`config.mk`:
```
export PLATFORM = sky130hd
export DESIGN_NAME = matrix_top
export DESIGN_NICKNAME = d
export VERILOG_FILES = /design/src/link_pkg.sv /design/src/matrix_pkg.sv /design/src/cmd_parser.sv /design/src/mat_alu.sv /design/src/matrix_store.sv /design/src/matrix_top.sv /design/src/uart_rx.sv /design/src/uart_tx.sv
export VERILOG_INCLUDE_DIRS = /design/src /design/src/src
export SDC_FILE = /design/constraint.sdc
export NUM_CORES = 1
export LEC_CHECK = 0
export ABC_CLOCK_PERIOD_IN_PS = 5100
export BUFFER_PORTS_ARGS = -buffer_cell sky130_fd_sc_hd__buf_2
export CELL_PAD_IN_SITES_DETAIL_PLACEMENT = 1
export CELL_PAD_IN_SITES_GLOBAL_PLACEMENT = 1
export CORE_UTILIZATION = 31
export CTS_CLUSTER_DIAMETER = 50
export DETAILED_ROUTE_END_ITERATION = 12
export HOLD_SLACK_MARGIN = 0.06
export PLACE_DENSITY = 0.6
export SETUP_SLACK_MARGIN = 0.5
export SYNTH_ARGS = -nofsm -noshare
export SYNTH_HDL_FRONTEND = slang
export SYNTH_SLANG_ARGS = --single-unit
```
`constraint.sdc`:
```
create_clock -name clk -period 5.1 [get_ports clk]
set_clock_uncertainty 0.1 [all_clocks]
set_input_delay 0 -clock clk [delete_from_list [all_inputs] [get_ports clk]]
set_output_delay 0 -clock clk [all_outputs]
set_load 0.05 [all_outputs]
```
`src/matrix_config.svh`:
```
`ifndef MATRIX_CONFIG_SVH
`define MATRIX_CONFIG_SVH

// serial bit period in clock cycles
`define CLKS_PER_BIT 8

// storage geometry
`define NUM_SLOTS 4
`define MAX_DIM 3

// scalar k after reset
`define DEFAULT_SCALAR 3

// single reply byte for an illegal request
`define REPLY_ERROR 8'hEE

`endif

```
`src/link_pkg.sv`:
```
`default_nettype none

package link_pkg;

    // one byte on the serial wire
    typedef logic [7:0] byte_t;

    // first byte of every command
    typedef enum logic [7:0] {
        // slot id, dimension byte, then m*n elements
        OPC_STORE     = 8'h01,
        // one signed byte for k
        OPC_SCALAR    = 8'h02,
        // two slot ids
        OPC_ADD       = 8'h10,
        OPC_SCALE     = 8'h11,
        OPC_TRANSPOSE = 8'h12
    } opcode_e;

    // frame phases, rx and tx alike
    typedef enum logic [1:0] {
        UART_IDLE,
        UART_START,
        UART_DATA,
        UART_STOP
    } uart_state_e;

endpackage

`default_nettype wire

```
`src/matrix_pkg.sv`:
```
`default_nettype none

package matrix_pkg;

    typedef logic signed [7:0] elem_t;
    // row or column count, 1 to 3
    typedef logic [1:0] dim_t;
    typedef logic [1:0] slot_t;
    // row-major element index
    typedef logic [3:0] elem_idx_t;

    // on the wire m sits in the high nibble, n in the low
    typedef struct packed {
        dim_t m;
        dim_t n;
    } dims_t;

    typedef enum logic [1:0] {
        OP_ADD,
        OP_SCALE,
        OP_TRANSPOSE,
        OP_REJECT
    } op_e;

    // store write port, one element per cycle
    typedef struct packed {
        logic      valid;
        slot_t     slot;
        elem_idx_t idx;
        elem_t     data;
        dims_t     dims;
        // final element, makes the slot valid
        logic      last;
    } store_wr_t;

    typedef struct packed {
        logic  valid;
        op_e   op;
        slot_t slot_a;
        slot_t slot_b;
        elem_t scalar;
    } op_req_t;

    typedef enum logic [3:0] {
        A_IDLE,
        A_CHK_A,
        A_CHK_B,
        A_ERR,
        A_DIM,
        A_RD_A,
        A_RD_B,
        A_SEND,
        A_FIN
    } alu_state_e;

endpackage

`default_nettype wire

```
`src/cmd_parser.sv`:
```
`timescale 1ns/1ns
`default_nettype none
`include "matrix_config.svh"

module cmd_parser (
    input  logic                  clk,
    input  logic                  arst_n,
    input  link_pkg::byte_t       rx_byte,
    input  logic                  rx_valid,
    input  logic                  alu_busy,
    output matrix_pkg::store_wr_t wr,
    output matrix_pkg::op_req_t   req
);
    import link_pkg::*;
    import matrix_pkg::*;

    typedef enum logic [1:0] {
        P_OPCODE,
        P_ARG,
        P_ELEM
    } parse_state_e;

    parse_state_e state;
    opcode_e      opcode;
    // second argument byte pending
    logic         arg_cnt;
    slot_t        slot_a;
    logic         bad_id;
    dims_t        dims;
    elem_idx_t    idx;
    elem_idx_t    last_idx;
    // scalar k, copied into every request
    elem_t        k;
    logic         byte_ok;
    logic         dims_bad;

    // bytes are dropped while a reply is in flight
    assign byte_ok  = rx_valid && !alu_busy;
    assign dims_bad = (rx_byte[7:4] == 4'd0) || (rx_byte[7:4] > 4'(`MAX_DIM)) ||
                      (rx_byte[3:0] == 4'd0) || (rx_byte[3:0] > 4'(`MAX_DIM));

    always_ff @(posedge clk or negedge arst_n) begin
        if (!arst_n) begin
            state    <= P_OPCODE;
            opcode   <= OPC_STORE;
            arg_cnt  <= 1'b0;
            slot_a   <= '0;
            bad_id   <= 1'b0;
            dims     <= '0;
            idx      <= '0;
            last_idx <= '0;
            k        <= elem_t'(`DEFAULT_SCALAR);
            wr       <= '0;
            req      <= '0;
        end else begin
            wr.valid  <= 1'b0;
            req.valid <= 1'b0;
            if (byte_ok) begin
                case (state)
                    // =========================================================================
                    // opcode byte, unknown opcodes are ignored
                    // =========================================================================
                    P_OPCODE: begin
                        opcode  <= opcode_e'(rx_byte);
                        arg_cnt <= 1'b0;
                        case (rx_byte)
                            OPC_STORE, OPC_SCALAR, OPC_ADD, OPC_SCALE, OPC_TRANSPOSE:
                                state <= P_ARG;
                            default:
                                state <= P_OPCODE;
                        endcase
                    end
                    // =========================================================================
                    // argument bytes
                    // =========================================================================
                    P_ARG: begin
                        arg_cnt <= 1'b1;
                        case (opcode)
                            OPC_SCALAR: begin
                                k     <= elem_t'(rx_byte);
                                state <= P_OPCODE;
                            end
                            OPC_STORE: begin
                                if (!arg_cnt) begin
                                    slot_a <= slot_t'(rx_byte);
                                    bad_id <= (rx_byte >= 8'(`NUM_SLOTS));
                                end else if (bad_id || dims_bad) begin
                                    // ALU answers the error byte
                                    req   <= '{valid: 1'b1, op: OP_REJECT, slot_a: slot_a,
                                               slot_b: slot_a, scalar: k};
                                    state <= P_OPCODE;
                                end else begin
                                    dims     <= '{m: rx_byte[5:4], n: rx_byte[1:0]};
                                    last_idx <= elem_idx_t'(rx_byte[5:4]) *
                                                elem_idx_t'(rx_byte[1:0]) - 4'd1;
                                    idx      <= '0;
                                    state    <= P_ELEM;
                                end
                            end
                            OPC_ADD: begin
                                if (!arg_cnt) begin
                                    slot_a <= slot_t'(rx_byte);
                                end else begin
                                    req   <= '{valid: 1'b1, op: OP_ADD, slot_a: slot_a,
                                               slot_b: slot_t'(rx_byte), scalar: k};
                                    state <= P_OPCODE;
                                end
                            end
                            // scale or transpose, single operand
                            default: begin
                                req   <= '{valid: 1'b1,
                                           op: (opcode == OPC_SCALE) ? OP_SCALE : OP_TRANSPOSE,
                                           slot_a: slot_t'(rx_byte),
                                           slot_b: slot_t'(rx_byte), scalar: k};
                                state <= P_OPCODE;
                            end
                        endcase
                    end
                    // one storage write per element byte
                    P_ELEM: begin
                        wr  <= '{valid: 1'b1, slot: slot_a, idx: idx, data: elem_t'(rx_byte),
                                 dims: dims, last: (idx == last_idx)};
                        idx <= idx + 1'b1;
                        if (idx == last_idx) begin
                            state <= P_OPCODE;
                        end
                    end
                    default: state <= P_OPCODE;
                endcase
            end
        end
    end

endmodule

`default_nettype wire

```
`src/mat_alu.sv`:
```
`timescale 1ns/1ns
`default_nettype none
`include "matrix_config.svh"

module mat_alu (
    input  logic                  clk,
    input  logic                  arst_n,
    input  matrix_pkg::op_req_t   req,
    output logic                  alu_busy,
    output matrix_pkg::slot_t     rd_slot,
    output matrix_pkg::elem_idx_t rd_idx,
    input  matrix_pkg::elem_t     rd_data,
    input  matrix_pkg::dims_t     rd_dims,
    input  logic                  rd_slot_valid,
    output link_pkg::byte_t       tx_byte,
    output logic                  tx_start,
    input  logic                  tx_busy
);
    import link_pkg::*;
    import matrix_pkg::*;

    alu_state_e state;
    op_e        op;
    slot_t      slot_a;
    slot_t      slot_b;
    elem_t      k;
    // source dims of slot a, result dims after a possible swap
    dims_t      src;
    dims_t      res;
    // output position, row-major
    dim_t       row;
    dim_t       col;
    elem_t      a_q;
    elem_t      result;
    logic       tx_ready;
    logic       last_pos;

    // tx_busy lags tx_start by a cycle
    assign tx_ready = !tx_busy && !tx_start;
    assign alu_busy = (state != A_IDLE);
    assign last_pos = (row == res.m - 1'b1) && (col == res.n - 1'b1);

    // operand b only while fetching or holding the second element of an add
    assign rd_slot = (op == OP_ADD && (state == A_CHK_B || state == A_RD_B ||
                      state == A_SEND)) ? slot_b : slot_a;
    // transpose reads source (col, row)
    assign rd_idx  = (op == OP_TRANSPOSE) ?
                     elem_idx_t'(col) * elem_idx_t'(src.n) + elem_idx_t'(row) :
                     elem_idx_t'(row) * elem_idx_t'(src.n) + elem_idx_t'(col);

    // 8-bit arithmetic keeps the low byte
    always_comb begin
        case (op)
            OP_ADD:   result = a_q + rd_data;
            OP_SCALE: result = a_q * k;
            default:  result = a_q;
        endcase
    end

    always_ff @(posedge clk or negedge arst_n) begin
        if (!arst_n) begin
            state    <= A_IDLE;
            op       <= OP_REJECT;
            slot_a   <= '0;
            slot_b   <= '0;
            k        <= '0;
            src      <= '0;
            res      <= '0;
            row      <= '0;
            col      <= '0;
            a_q      <= '0;
            tx_byte  <= '0;
            tx_start <= 1'b0;
        end else begin
            tx_start <= 1'b0;
            case (state)
                A_IDLE: begin
                    if (req.valid) begin
                        op     <= req.op;
                        slot_a <= req.slot_a;
                        slot_b <= req.slot_b;
                        k      <= req.scalar;
                        state  <= (req.op == OP_REJECT) ? A_ERR : A_CHK_A;
                    end
                end
                // =========================================================================
                // operand checks
                // =========================================================================
                A_CHK_A: begin
                    src <= rd_dims;
                    res <= (op == OP_TRANSPOSE) ? dims_t'{m: rd_dims.n, n: rd_dims.m} : rd_dims;
                    if (!rd_slot_valid) begin
                        state <= A_ERR;
                    end else begin
                        state <= (op == OP_ADD) ? A_CHK_B : A_DIM;
                    end
                end
                A_CHK_B: state <= (rd_slot_valid && rd_dims == src) ? A_DIM : A_ERR;
                A_ERR: begin
                    if (tx_ready) begin
                        tx_byte  <= `REPLY_ERROR;
                        tx_start <= 1'b1;
                        state    <= A_FIN;
                    end
                end
                // =========================================================================
                // reply stream, dimension byte then elements
                // =========================================================================
                A_DIM: begin
                    if (tx_ready) begin
                        tx_byte  <= {2'b00, res.m, 2'b00, res.n};
                        tx_start <= 1'b1;
                        row      <= '0;
                        col      <= '0;
                        state    <= A_RD_A;
                    end
                end
                // fetch overlaps the previous byte on the line
                A_RD_A: state <= A_RD_B;
                A_RD_B: begin
                    a_q   <= rd_data;
                    state <= A_SEND;
                end
                A_SEND: begin
                    if (tx_ready) begin
                        tx_byte  <= result;
                        tx_start <= 1'b1;
                        if (last_pos) begin
                            state <= A_FIN;
                        end else begin
                            state <= A_RD_A;
                            if (col == res.n - 1'b1) begin
                                col <= '0;
                                row <= row + 1'b1;
                            end else begin
                                col <= col + 1'b1;
                            end
                        end
                    end
                end
                // busy holds until the last byte is out
                A_FIN: begin
                    if (tx_ready) begin
                        state <= A_IDLE;
                    end
                end
                default: state <= A_IDLE;
            endcase
        end
    end

endmodule

`default_nettype wire

```
`src/matrix_store.sv`:
```
`timescale 1ns/1ns
`default_nettype none
`include "matrix_config.svh"

module matrix_store (
    input  logic                  clk,
    input  logic                  arst_n,
    input  matrix_pkg::store_wr_t wr,
    input  matrix_pkg::slot_t     rd_slot,
    input  matrix_pkg::elem_idx_t rd_idx,
    output matrix_pkg::elem_t     rd_data,
    output matrix_pkg::dims_t     rd_dims,
    output logic                  rd_slot_valid
);
    import matrix_pkg::*;

    localparam int SLOT_ELEMS = `MAX_DIM * `MAX_DIM;

    // row-major elements per slot
    elem_t                 mem [`NUM_SLOTS][SLOT_ELEMS];
    dims_t                 dims_q [`NUM_SLOTS];
    logic [`NUM_SLOTS-1:0] valid_q;

    // one-cycle read latency
    always_ff @(posedge clk) begin
        if (wr.valid) begin
            mem[wr.slot][wr.idx] <= wr.data;
        end
        rd_data <= mem[rd_slot][rd_idx];
    end

    // first element of a store drops the flag, last one sets it
    always_ff @(posedge clk or negedge arst_n) begin
        if (!arst_n) begin
            valid_q <= '0;
            for (int s = 0; s < `NUM_SLOTS; s++) begin
                dims_q[s] <= '0;
            end
        end else if (wr.valid) begin
            dims_q[wr.slot]  <= wr.dims;
            valid_q[wr.slot] <= wr.last;
        end
    end

    // dimension and valid lookups are combinational
    assign rd_dims       = dims_q[rd_slot];
    assign rd_slot_valid = valid_q[rd_slot];

endmodule

`default_nettype wire

```
`src/matrix_top.sv`:
```
`timescale 1ns/1ns
`default_nettype none

module matrix_top (
    input  logic clk,
    input  logic arst_n,
    input  logic uart_rx,
    output logic uart_tx
);
    import link_pkg::*;
    import matrix_pkg::*;

    // serial input path
    byte_t     rx_byte;
    logic      rx_valid;

    // parser to storage and ALU
    store_wr_t wr;
    op_req_t   req;
    logic      alu_busy;

    // ALU read port
    slot_t     rd_slot;
    elem_idx_t rd_idx;
    elem_t     rd_data;
    dims_t     rd_dims;
    logic      rd_slot_valid;

    // reply path
    byte_t     tx_byte;
    logic      tx_start;
    logic      tx_busy;

    uart_rx i_uart_rx (
        .clk      (clk),
        .arst_n   (arst_n),
        .rx       (uart_rx),
        .rx_byte  (rx_byte),
        .rx_valid (rx_valid)
    );

    cmd_parser i_cmd_parser (
        .clk      (clk),
        .arst_n   (arst_n),
        .rx_byte  (rx_byte),
        .rx_valid (rx_valid),
        .alu_busy (alu_busy),
        .wr       (wr),
        .req      (req)
    );

    matrix_store i_matrix_store (
        .clk           (clk),
        .arst_n        (arst_n),
        .wr            (wr),
        .rd_slot       (rd_slot),
        .rd_idx        (rd_idx),
        .rd_data       (rd_data),
        .rd_dims       (rd_dims),
        .rd_slot_valid (rd_slot_valid)
    );

    mat_alu i_mat_alu (
        .clk           (clk),
        .arst_n        (arst_n),
        .req           (req),
        .alu_busy      (alu_busy),
        .rd_slot       (rd_slot),
        .rd_idx        (rd_idx),
        .rd_data       (rd_data),
        .rd_dims       (rd_dims),
        .rd_slot_valid (rd_slot_valid),
        .tx_byte       (tx_byte),
        .tx_start      (tx_start),
        .tx_busy       (tx_busy)
    );

    uart_tx i_uart_tx (
        .clk      (clk),
        .arst_n   (arst_n),
        .tx_start (tx_start),
        .tx_byte  (tx_byte),
        .tx       (uart_tx),
        .tx_busy  (tx_busy)
    );

endmodule

`default_nettype wire

```
`src/uart_rx.sv`:
```
`timescale 1ns/1ns
`default_nettype none
`include "matrix_config.svh"

module uart_rx (
    input  logic            clk,
    input  logic            arst_n,
    input  logic            rx,
    output link_pkg::byte_t rx_byte,
    output logic            rx_valid
);
    import link_pkg::*;

    localparam int CNT_W = $clog2(`CLKS_PER_BIT);

    logic             rx_meta;
    logic             rx_sync;
    uart_state_e      state;
    logic [CNT_W-1:0] cnt;
    logic [2:0]       bit_idx;
    logic             sample;
    byte_t            shreg;

    // two-flop synchronizer, line idles high
    always_ff @(posedge clk or negedge arst_n) begin
        if (!arst_n) begin
            rx_meta <= 1'b1;
            rx_sync <= 1'b1;
        end else begin
            rx_meta <= rx;
            rx_sync <= rx_meta;
        end
    end

    // mid-bit of a data bit
    assign sample = (state == UART_DATA) && (cnt == CNT_W'(`CLKS_PER_BIT - 1));

    always_ff @(posedge clk or negedge arst_n) begin
        if (!arst_n) begin
            state    <= UART_IDLE;
            cnt      <= '0;
            bit_idx  <= '0;
            rx_valid <= 1'b0;
        end else begin
            rx_valid <= 1'b0;
            cnt      <= cnt + 1'b1;
            case (state)
                UART_IDLE: begin
                    cnt <= '0;
                    if (!rx_sync) begin
                        state <= UART_START;
                    end
                end
                // recheck at half a bit, a glitch goes back to idle
                UART_START: begin
                    if (cnt == CNT_W'(`CLKS_PER_BIT / 2 - 1)) begin
                        cnt     <= '0;
                        bit_idx <= '0;
                        state   <= rx_sync ? UART_IDLE : UART_DATA;
                    end
                end
                UART_DATA: begin
                    if (sample) begin
                        cnt     <= '0;
                        bit_idx <= bit_idx + 1'b1;
                        if (bit_idx == 3'd7) begin
                            state <= UART_STOP;
                        end
                    end
                end
                // stop bit low means framing error, byte dropped
                UART_STOP: begin
                    if (cnt == CNT_W'(`CLKS_PER_BIT - 1)) begin
                        rx_valid <= rx_sync;
                        state    <= UART_IDLE;
                    end
                end
                default: state <= UART_IDLE;
            endcase
        end
    end

    // lsb first
    always_ff @(posedge clk) begin
        if (sample) begin
            shreg <= {rx_sync, shreg[7:1]};
        end
    end

    assign rx_byte = shreg;

endmodule

`default_nettype wire

```
`src/uart_tx.sv`:
```
`timescale 1ns/1ns
`default_nettype none
`include "matrix_config.svh"

module uart_tx (
    input  logic            clk,
    input  logic            arst_n,
    input  logic            tx_start,
    input  link_pkg::byte_t tx_byte,
    output logic            tx,
    output logic            tx_busy
);
    import link_pkg::*;

    localparam int CNT_W = $clog2(`CLKS_PER_BIT);

    uart_state_e      state;
    logic [CNT_W-1:0] cnt;
    logic [2:0]       bit_idx;
    logic             bit_done;
    byte_t            shreg;

    assign bit_done = (cnt == CNT_W'(`CLKS_PER_BIT - 1));
    // rises the cycle after tx_start, falls after the stop bit
    assign tx_busy  = (state != UART_IDLE);

    always_ff @(posedge clk or negedge arst_n) begin
        if (!arst_n) begin
            state   <= UART_IDLE;
            cnt     <= '0;
            bit_idx <= '0;
            tx      <= 1'b1;
        end else begin
            cnt <= bit_done ? '0 : cnt + 1'b1;
            case (state)
                UART_IDLE: begin
                    cnt <= '0;
                    if (tx_start) begin
                        tx    <= 1'b0;
                        state <= UART_START;
                    end
                end
                UART_START: begin
                    if (bit_done) begin
                        tx      <= shreg[0];
                        bit_idx <= '0;
                        state   <= UART_DATA;
                    end
                end
                UART_DATA: begin
                    if (bit_done) begin
                        bit_idx <= bit_idx + 1'b1;
                        // next bit is already at shreg[1] before the shift
                        tx      <= (bit_idx == 3'd7) ? 1'b1 : shreg[1];
                        if (bit_idx == 3'd7) begin
                            state <= UART_STOP;
                        end
                    end
                end
                UART_STOP: begin
                    if (bit_done) begin
                        state <= UART_IDLE;
                    end
                end
                default: state <= UART_IDLE;
            endcase
        end
    end

    // load on start, shift right per data bit
    always_ff @(posedge clk) begin
        if (state == UART_IDLE && tx_start) begin
            shreg <= tx_byte;
        end else if (state == UART_DATA && bit_done) begin
            shreg <= {1'b0, shreg[7:1]};
        end
    end

endmodule

`default_nettype wire
```
==> impl_metrics.json, run 1 <==
{
  "status": "finished, final reports clean",
  "report.power.total_w": 0.00811,
  "timing.critical_path.required_ps": 5500,
  "synth_cell_type_count": 66,
  "rsz0062_at_grt": "no",
  "yosys-mux-area-fraction_pct": 12.7,
  "final_max_slew_viol_count": 0,
  "clock_sinks": 468,
  "die_width_um": 262,
  "clock_insertion_delay_worst_skew_ps": 630,
  "period_share_pct": 79.5,
  "relSlewSlack_pct": 39.9,
  "fraction_of_the_mapped_netlist_area_in_compound_gates_pct": 6.63,
  "hold_slack_ps": 254,
  "gp_congestion": 0.800,
  "holdCritStartpoint": "i_uart_rx.rx_meta",
  "clock_tree.root_cell": "sky130_fd_sc_hd__clkbuf_16",
  "pwr-share-comb_pct": 1.6,
  "synth_top_family_by_area": "multiplexers",
  "placement.io_buffers": 3,
  "mapped_area_um2": 21000,
  "drt_first_iter_violations": 869,
  "power.density_cell_area_nw_per_um2": 339,
  "netlist_top_cells_count": "304 x sky130_fd_sc_hd__edfxtp_1, 177 x sky130_fd_sc_hd__nand2_1, 148 x sky130_fd_sc_hd__dfrtp_1",
  "final_antenna_net_count": 0,
  "max_cap_viol_count": 0,
  "synth-seq-cells": 468,
  "net_count_final": 1610,
  "number_of_i_o_pins": 4,
  "antenna_found_initial": 0,
  "crit_path_frequent_cell": "sky130_fd_sc_hd__fa_1",
  "power.share.clock_pct": 48.6,
  "clock_path_buffers": 3,
  "postSynth.asyncResetShare_pct": 33.3,
  "final_cell_count_no_fill": 2455,
  "finalSetupViolations": 0,
  "postSynthAreaPerCell_um2": 13.9,
  "dominant_cells_by_area_after_synthesis": "sky130_fd_sc_hd__edfxtp_1 43%, sky130_fd_sc_hd__dfrtp_1 18%, sky130_fd_sc_hd__mux4_2 5.9%, sky130_fd_sc_hd__mux2_2 4.7%, sky130_fd_sc_hd__nand2_1 3.2%",
  "holdPathEnd": "i_uart_rx.rx_sync",
  "critical_path.max_fanout": 11,
  "yosysWarningCount": 0,
  "drtPass1Iterations": 5,
  "synth_top_area_cell": "sky130_fd_sc_hd__edfxtp_1",
  "path_clk_slew_ps": 60,
  "cellLeakagePower_nw": 8.45,
  "worst_hold_path.num_cells": 0,
  "h-tree-depth": 2,
  "vias_per_cell": 5.01,
  "power.share.switching_pct": 21.1,
  "fp.coreArea_um2": 67200,
  "cts_tree": "done",
  "period_minus_slack_ps": 4060,
  "cts.repair_timing.setup_buffer_count": 0,
  "slowest_library_cell_on_the_worst_path": "sky130_fd_sc_hd__fa_1",
  "max_freq_ghz": 0.246,
  "rr_startpoint": "i_mat_alu.a_q[1]",
  "crit_path_cell_trace": "nand2_1, fa_1, fa_1, fa_1, fa_1, inv_1, ha_1, a21oi_1, xnor2_1, xnor2_1, o31a_1, a21oi_1",
  "gr-total-overflow": 0,
  "syn2layout_area_growth_pct": 13.9,
  "grt_pass1_vias": 13300,
  "register_to_register_setup_slack_ps": 1040,
  "std_cell_rows": 95,
  "dp_cells": 2348,
  "die_y_extent_um": 262,
  "synth_top_area_share_pct": 43.4,
  "hold_class": "reg -> reg",
  "peakVddDrop_mv": 0.296,
  "cp-end-kind": "flip-flop",
  "filler_instances": 6946,
  "dominantRegCellSynth": "sky130_fd_sc_hd__edfxtp_1",
  "number_of_antenna_cells_inserted": 0,
  "r2r_endpoint": "i_mat_alu.tx_byte[7]",
  "pre_cts_ws_ps": 1020,
  "synth-edff-count": 304,
  "worst-r2r-cell-count": 12,
  "intPower_w": 0.00639,
  "largest_net_degree_at_the_start_of_global_routing": 83,
  "wl_per_cell_um": 20.8,
  "groute.usage.overall_pct": 15.2,
  "fp.dieArea_um2": 68800,
  "crit_type": "reg -> reg",
  "share_seq_of_total_power_pct": 49.8,
  "crit_path_max_incr_delay_ps": 580,
  "ys_seq_area_share_pct": 62.8,
  "synth-xor-area-share_pct": 1.42,
  "final_critical_path_setup_slack_ps": 1040,
  "route.detailed.drc": 0,
  "timing_worst_slew_pin_value_ps": 898,
  "route.final.wire_length_mm": 51.2,
  "drive_above_1_share_pct": 17.4,
  "synth_simple_gate_area_share_pct": 9.35,
  "syn_inst": 1507,
  "cp-start-kind": "flip-flop",
  "start_util_pct": 31.3,
  "synthAdderAreaFrac_pct": 4.81,
  "num_cts_buffers": 54,
  "finalSetupTns_ps": 0,
  "net-switching-power_w": 0.00171,
  "detailedPlacementHpwl_mm": 34.1,
  "arrival_ps": 4460,
  "yosysMostFrequentCell": "sky130_fd_sc_hd__edfxtp_1",
  "routed-via-count": 12300,
  "final-hold-violation-count": 0,
  "grt_pass1_wl_mm": 80.8,
  "syn_nets": 1580
}
## through the flow
stage          cell area [um^2]  util [%]
6_report                  23900      35.6
4_1_cts                   23900      35.6
5_1_grt                   23900      35.6
3_3_place_gp              22000      32.8
2_1_floorplan             21000         -
3_5_place_dp              22000      32.8
## sequential cells by signal, indices dropped and copies added, names as in the netlist, 15 cells and up, named ones only
name / cells
i_matrix_store.dims_q: 16
i_cmd_parser.wr: 20
i_cmd_parser.req: 15
i_matrix_store.mem: 288
## how the worst max path moves through the flow
stage | from | to | slack, ps | cells after the start
final | i_mat_alu.a_q[1] | i_mat_alu.tx_byte[7] | 1040 | 12
after global routing | i_mat_alu.a_q[1] | i_mat_alu.tx_byte[7] | 730 | 12
after CTS | i_mat_alu.a_q[1] | i_mat_alu.tx_byte[7] | 960 | 12
after detailed placement | i_mat_alu.a_q[1] | i_mat_alu.tx_byte[7] | 1020 | 12
after global placement | i_mat_alu.a_q[1] | i_mat_alu.tx_byte[7] | 1080 | 12
after floorplan | i_mat_alu.a_q[1] | i_mat_alu.tx_byte[7] | 1330 | 12
## final cells by class
cell class	instances	area (um^2)	area share (%)
clock inverter	34	399	1.67
clock buffer	67	1430	5.97
sequential	468	13200	55.2
timing repair buffer	32	292	1.22
inverter	51	191	0.800
multi-input combinational	930	7330	30.6
tap	873	1090	4.56
## power by group through the flow
stage          logic (W)  clock network [W]  registers, W
2_1_floorplan  0.0000769                  0       0.00411
3_3_place_gp    0.000123                  0       0.00411
3_5_place_dp    0.000129                  0       0.00411
4_1_cts         0.000136            0.00403       0.00404
5_1_grt         0.000154            0.00417       0.00404
6_report        0.000131            0.00394       0.00404
## cells in the final DEF, fill, tap and decap left out, types with 51 or more instances in the layout
| cell type | netlist | routed |
|---|---|---|
| sky130_fd_sc_hd__edfxtp_1 | 304 | 304 |
| sky130_fd_sc_hd__dfrtp_1 | 148 | 147 |
| sky130_fd_sc_hd__nand2_1 | 177 | 177 |
| sky130_fd_sc_hd__inv_1 | 51 | 51 |
| sky130_fd_sc_hd__mux2_2 | 88 | 88 |
| sky130_fd_sc_hd__mux4_2 | 55 | 55 |
| sky130_fd_sc_hd__ha_1 | 52 | 52 |
| sky130_fd_sc_hd__nor2_1 | 96 | 96 |
| sky130_fd_sc_hd__clkbuf_16 | 0 | 54 |
| sky130_fd_sc_hd__o21ai_0 | 57 | 57 |
## routing by layer
layer | vias up | global-route usage, % | part of all wire (%)
met3 | 61 | 1.92 | 3.6
met2 | 187 | 25.0 | 48
met1 | 6415 | 21.1 | 47
met5 | - | 0 | 0
li1 | 5632 | - | -
met4 | 0 | 3.90 | 1.9
## cell families after synthesis
kind of cell / Yosys count
adder cells (fa/ha/maj): 70
multiplexers: 186
XOR/XNOR: 34
AO/OA/AOI/OAI: 218
buffers and inverters: 109
flip-flops: 468
AND/OR/NAND/NOR: 422
## critical path: cells and delay by family (launching register included)
family,cells,cell delay [ps]
AO/OA/AOI/OAI,3,520
XOR/XNOR,2,240
adder cells (fa/ha/maj),5,2350
buffers and inverters,1,40
flip-flops,1,550
AND/OR/NAND/NOR,1,140
## timing repair
item / in CTS / in global routing
hold endpoints to repair: 88 / 0
gates resized for setup: 0 / 0
hold buffers: 5 / 0
(Power assumes the default switching activity.)
==> inputs of run 2 (changes only) <==
Settings changed: ABC_CLOCK_PERIOD_IN_PS 5100 to 3900.
Clock period 5.1 ns to 3.9 ns, I/O delays scaled along.
==> run 2 against run 1 <==
  * Core utilization rose by 0.87 points
  * Via count is 2.5% higher
  * Clock power grew 31%
  * Wire length increased by 3.0%
  * Sequential power grew 31%
  * Critical path type unchanged
==> impl_metrics.json, run 2 (synthesis results as in run 1) <==
{
  "cts_tree": "done",
  "power.share.switching_pct": 21.5,
  "cellLeakagePower_nw": 8.70,
  "start_util_pct": 31.3,
  "gr-total-overflow": 0,
  "max_cap_viol_count": 0,
  "intPower_w": 0.00834,
  "report.power.total_w": 0.0106,
  "largest_net_degree_at_the_start_of_global_routing": 96,
  "wl_per_cell_um": 21.0,
  "hold_class": "reg -> reg",
  "clock_path_buffers": 3,
  "pwr-share-comb_pct": 1.6,
  "relSlewSlack_pct": 23.6,
  "max_freq_ghz": 0.272,
  "status": "finished, final reports clean",
  "grt_pass1_wl_mm": 81.5,
  "route.detailed.drc": 0,
  "registers_with_the_most_flip_flops": "i_matrix_store.mem (288), i_cmd_parser.wr (20), i_matrix_store.dims_q (16)",
  "std_cell_rows": 95,
  "die_width_um": 262,
  "clock_tree.root_cell": "sky130_fd_sc_hd__clkbuf_16",
  "finalSetupTns_ps": 0,
  "largest-register": "i_matrix_store.mem",
  "cp-start-kind": "flip-flop",
  "number_of_i_o_pins": 4,
  "num_cts_buffers": 58,
  "share_seq_of_total_power_pct": 49.7,
  "layout.cells.most_common": "sky130_fd_sc_hd__edfxtp_1",
  "fp.dieArea_um2": 68800,
  "fp.coreArea_um2": 67200,
  "drtPass1Iterations": 7,
  "groute.usage.overall_pct": 15.3,
  "net_count_final": 1657,
  "period_share_pct": 94.3,
  "multiInputGateArea_um2": 7500,
  "clock_sinks": 468,
  "period_minus_slack_ps": 3680,
  "largest_register_ff_count": 288,
  "antenna_found_initial": 0,
  "critical_path.max_fanout": 5,
  "drive_above_1_share_pct": 23.3,
  "power.share.clock_pct": 48.7,
  "detailedPlacementHpwl_mm": 35.6,
  "placement.io_buffers": 3,
  "power.density_cell_area_nw_per_um2": 433,
  "route.final.wire_length_mm": 52.7,
  "crit_type": "reg -> reg",
  "arrival_ps": 4100,
  "path_clk_slew_ps": 50,
  "drt_first_iter_violations": 761,
  "timing_worst_slew_pin_value_ps": 1150,
  "die_y_extent_um": 262,
  "rsz0062_at_grt": "yes",
  "cp-end-kind": "flip-flop",
  "final_max_slew_viol_count": 0,
  "most-common-layout-cells": "304 x sky130_fd_sc_hd__edfxtp_1, 171 x sky130_fd_sc_hd__nand2_1, 139 x sky130_fd_sc_hd__dfrtp_1",
  "clock_insertion_delay_worst_skew_ps": 620,
  "final_antenna_net_count": 0,
  "net-switching-power_w": 0.00228,
  "area.sequential_um2": 13200,
  "final-hold-violation-count": 0,
  "peakVddDrop_mv": 0.367,
  "timing.critical_path.required_ps": 4320,
  "gp_congestion": 0.823,
  "vias_per_cell": 5.03,
  "routed-via-count": 12600,
  "syn2layout_area_growth_pct": 16.7,
  "finalSetupViolations": 0,
  "filler_instances": 6872,
  "h-tree-depth": 2,
  "grt_pass1_vias": 13500,
  "number_of_antenna_cells_inserted": 0
}
run 2: cell count changes in the layout (fill, tap and decap cells not counted), moves of 8 or more:
| cell | before | now |
|---|---|---|
| sky130_fd_sc_hd__buf_4 | 21 | 61 |
| sky130_fd_sc_hd__inv_1 | 51 | 42 |
| sky130_fd_sc_hd__inv_2 | 0 | 9 |
| sky130_fd_sc_hd__and2_1 | 32 | 24 |
| sky130_fd_sc_hd__and2_4 | 1 | 9 |
| sky130_fd_sc_hd__dfrtp_1 | 147 | 139 |
| sky130_fd_sc_hd__dfrtp_2 | 1 | 9 |
run 2: through the flow:
step           area (um^2)  util (%)  hold WS [ps]  std cells  setup slack [ps]
2_1_floorplan        21100         -          -396       1507               403
3_3_place_gp         22300      33.2          24.2       2376               251
3_5_place_dp         22300      33.2          24.0       2376              83.1
4_1_cts              24400      36.3           255       2501               214
5_1_grt              24500      36.5           263       2505              90.3
6_report             24500      36.5           253       2505               224
run 2: timing repair:
item,CTS,global route
pin swaps,2,11
hold endpoints to repair,130,0
buffers inserted,13,3
gates cloned,0,1
setup endpoints to repair,11,15
resized for setup,13,31
hold buffers,4,0
run 2: layer usage:
metal	routed length, um	GRT usage, %
met4	1400	5.29
met2	25700	25.8
met5	0	0
met3	2420	2.77
met1	23200	19.9
run 2: worst max-delay path, cell delays in order (launching register included):
cell and delay, ps:
sky130_fd_sc_hd__dfrtp_2 430, sky130_fd_sc_hd__and2_4 170, sky130_fd_sc_hd__ha_4 250, sky130_fd_sc_hd__inv_2 30, sky130_fd_sc_hd__fa_1 540, sky130_fd_sc_hd__inv_2 50, sky130_fd_sc_hd__ha_4 250, sky130_fd_sc_hd__inv_2 30
sky130_fd_sc_hd__fa_1 550, sky130_fd_sc_hd__inv_2 60, sky130_fd_sc_hd__ha_4 210, sky130_fd_sc_hd__a21o_1 160, sky130_fd_sc_hd__a21oi_2 130, sky130_fd_sc_hd__xnor2_1 140, sky130_fd_sc_hd__xnor2_1 90, sky130_fd_sc_hd__o31a_1 240
sky130_fd_sc_hd__a21oi_1 150
run 2: worst paths after layout:
kind	from	endpoint	slack, ps	cells past startpoint
min in group asynchronous	arst_n	i_uart_tx.cnt[2]	490	3
hold reg to reg	i_uart_rx.rx_meta	i_uart_rx.rx_sync	250	0
max in group asynchronous	arst_n	i_mat_alu.op[1]	2150	4
setup reg to reg	i_mat_alu.k[1]	i_mat_alu.tx_byte[7]	220	16
hold / removal	i_uart_rx.rx_meta	i_uart_rx.rx_sync	250	0
setup / recovery	i_mat_alu.k[1]	i_mat_alu.tx_byte[7]	220	16
run 2: power groups by stage:
| stage | Combinational, W | Sequential (W) | Clock (W) |
|---|---|---|---|
| finish | 0.000171 | 0.00528 | 0.00517 |
| global route | 0.000205 | 0.00528 | 0.00549 |
| CTS | 0.000178 | 0.00528 | 0.00531 |
| detailed placement | 0.000173 | 0.00538 | 0 |
| global placement | 0.000163 | 0.00538 | 0 |
| floorplan | 0.000101 | 0.00537 | 0 |
run 2: cell type report:
cell class                      count  area share [%]
Clock inverter                     34            1.20
Sequential cell                   468            53.9
Inverter                           51           0.781
Timing Repair Buffer               75            2.67
Clock buffer                       74            6.41
Multi-Input combinational cell    930            30.6
Tap cell                          873            4.45
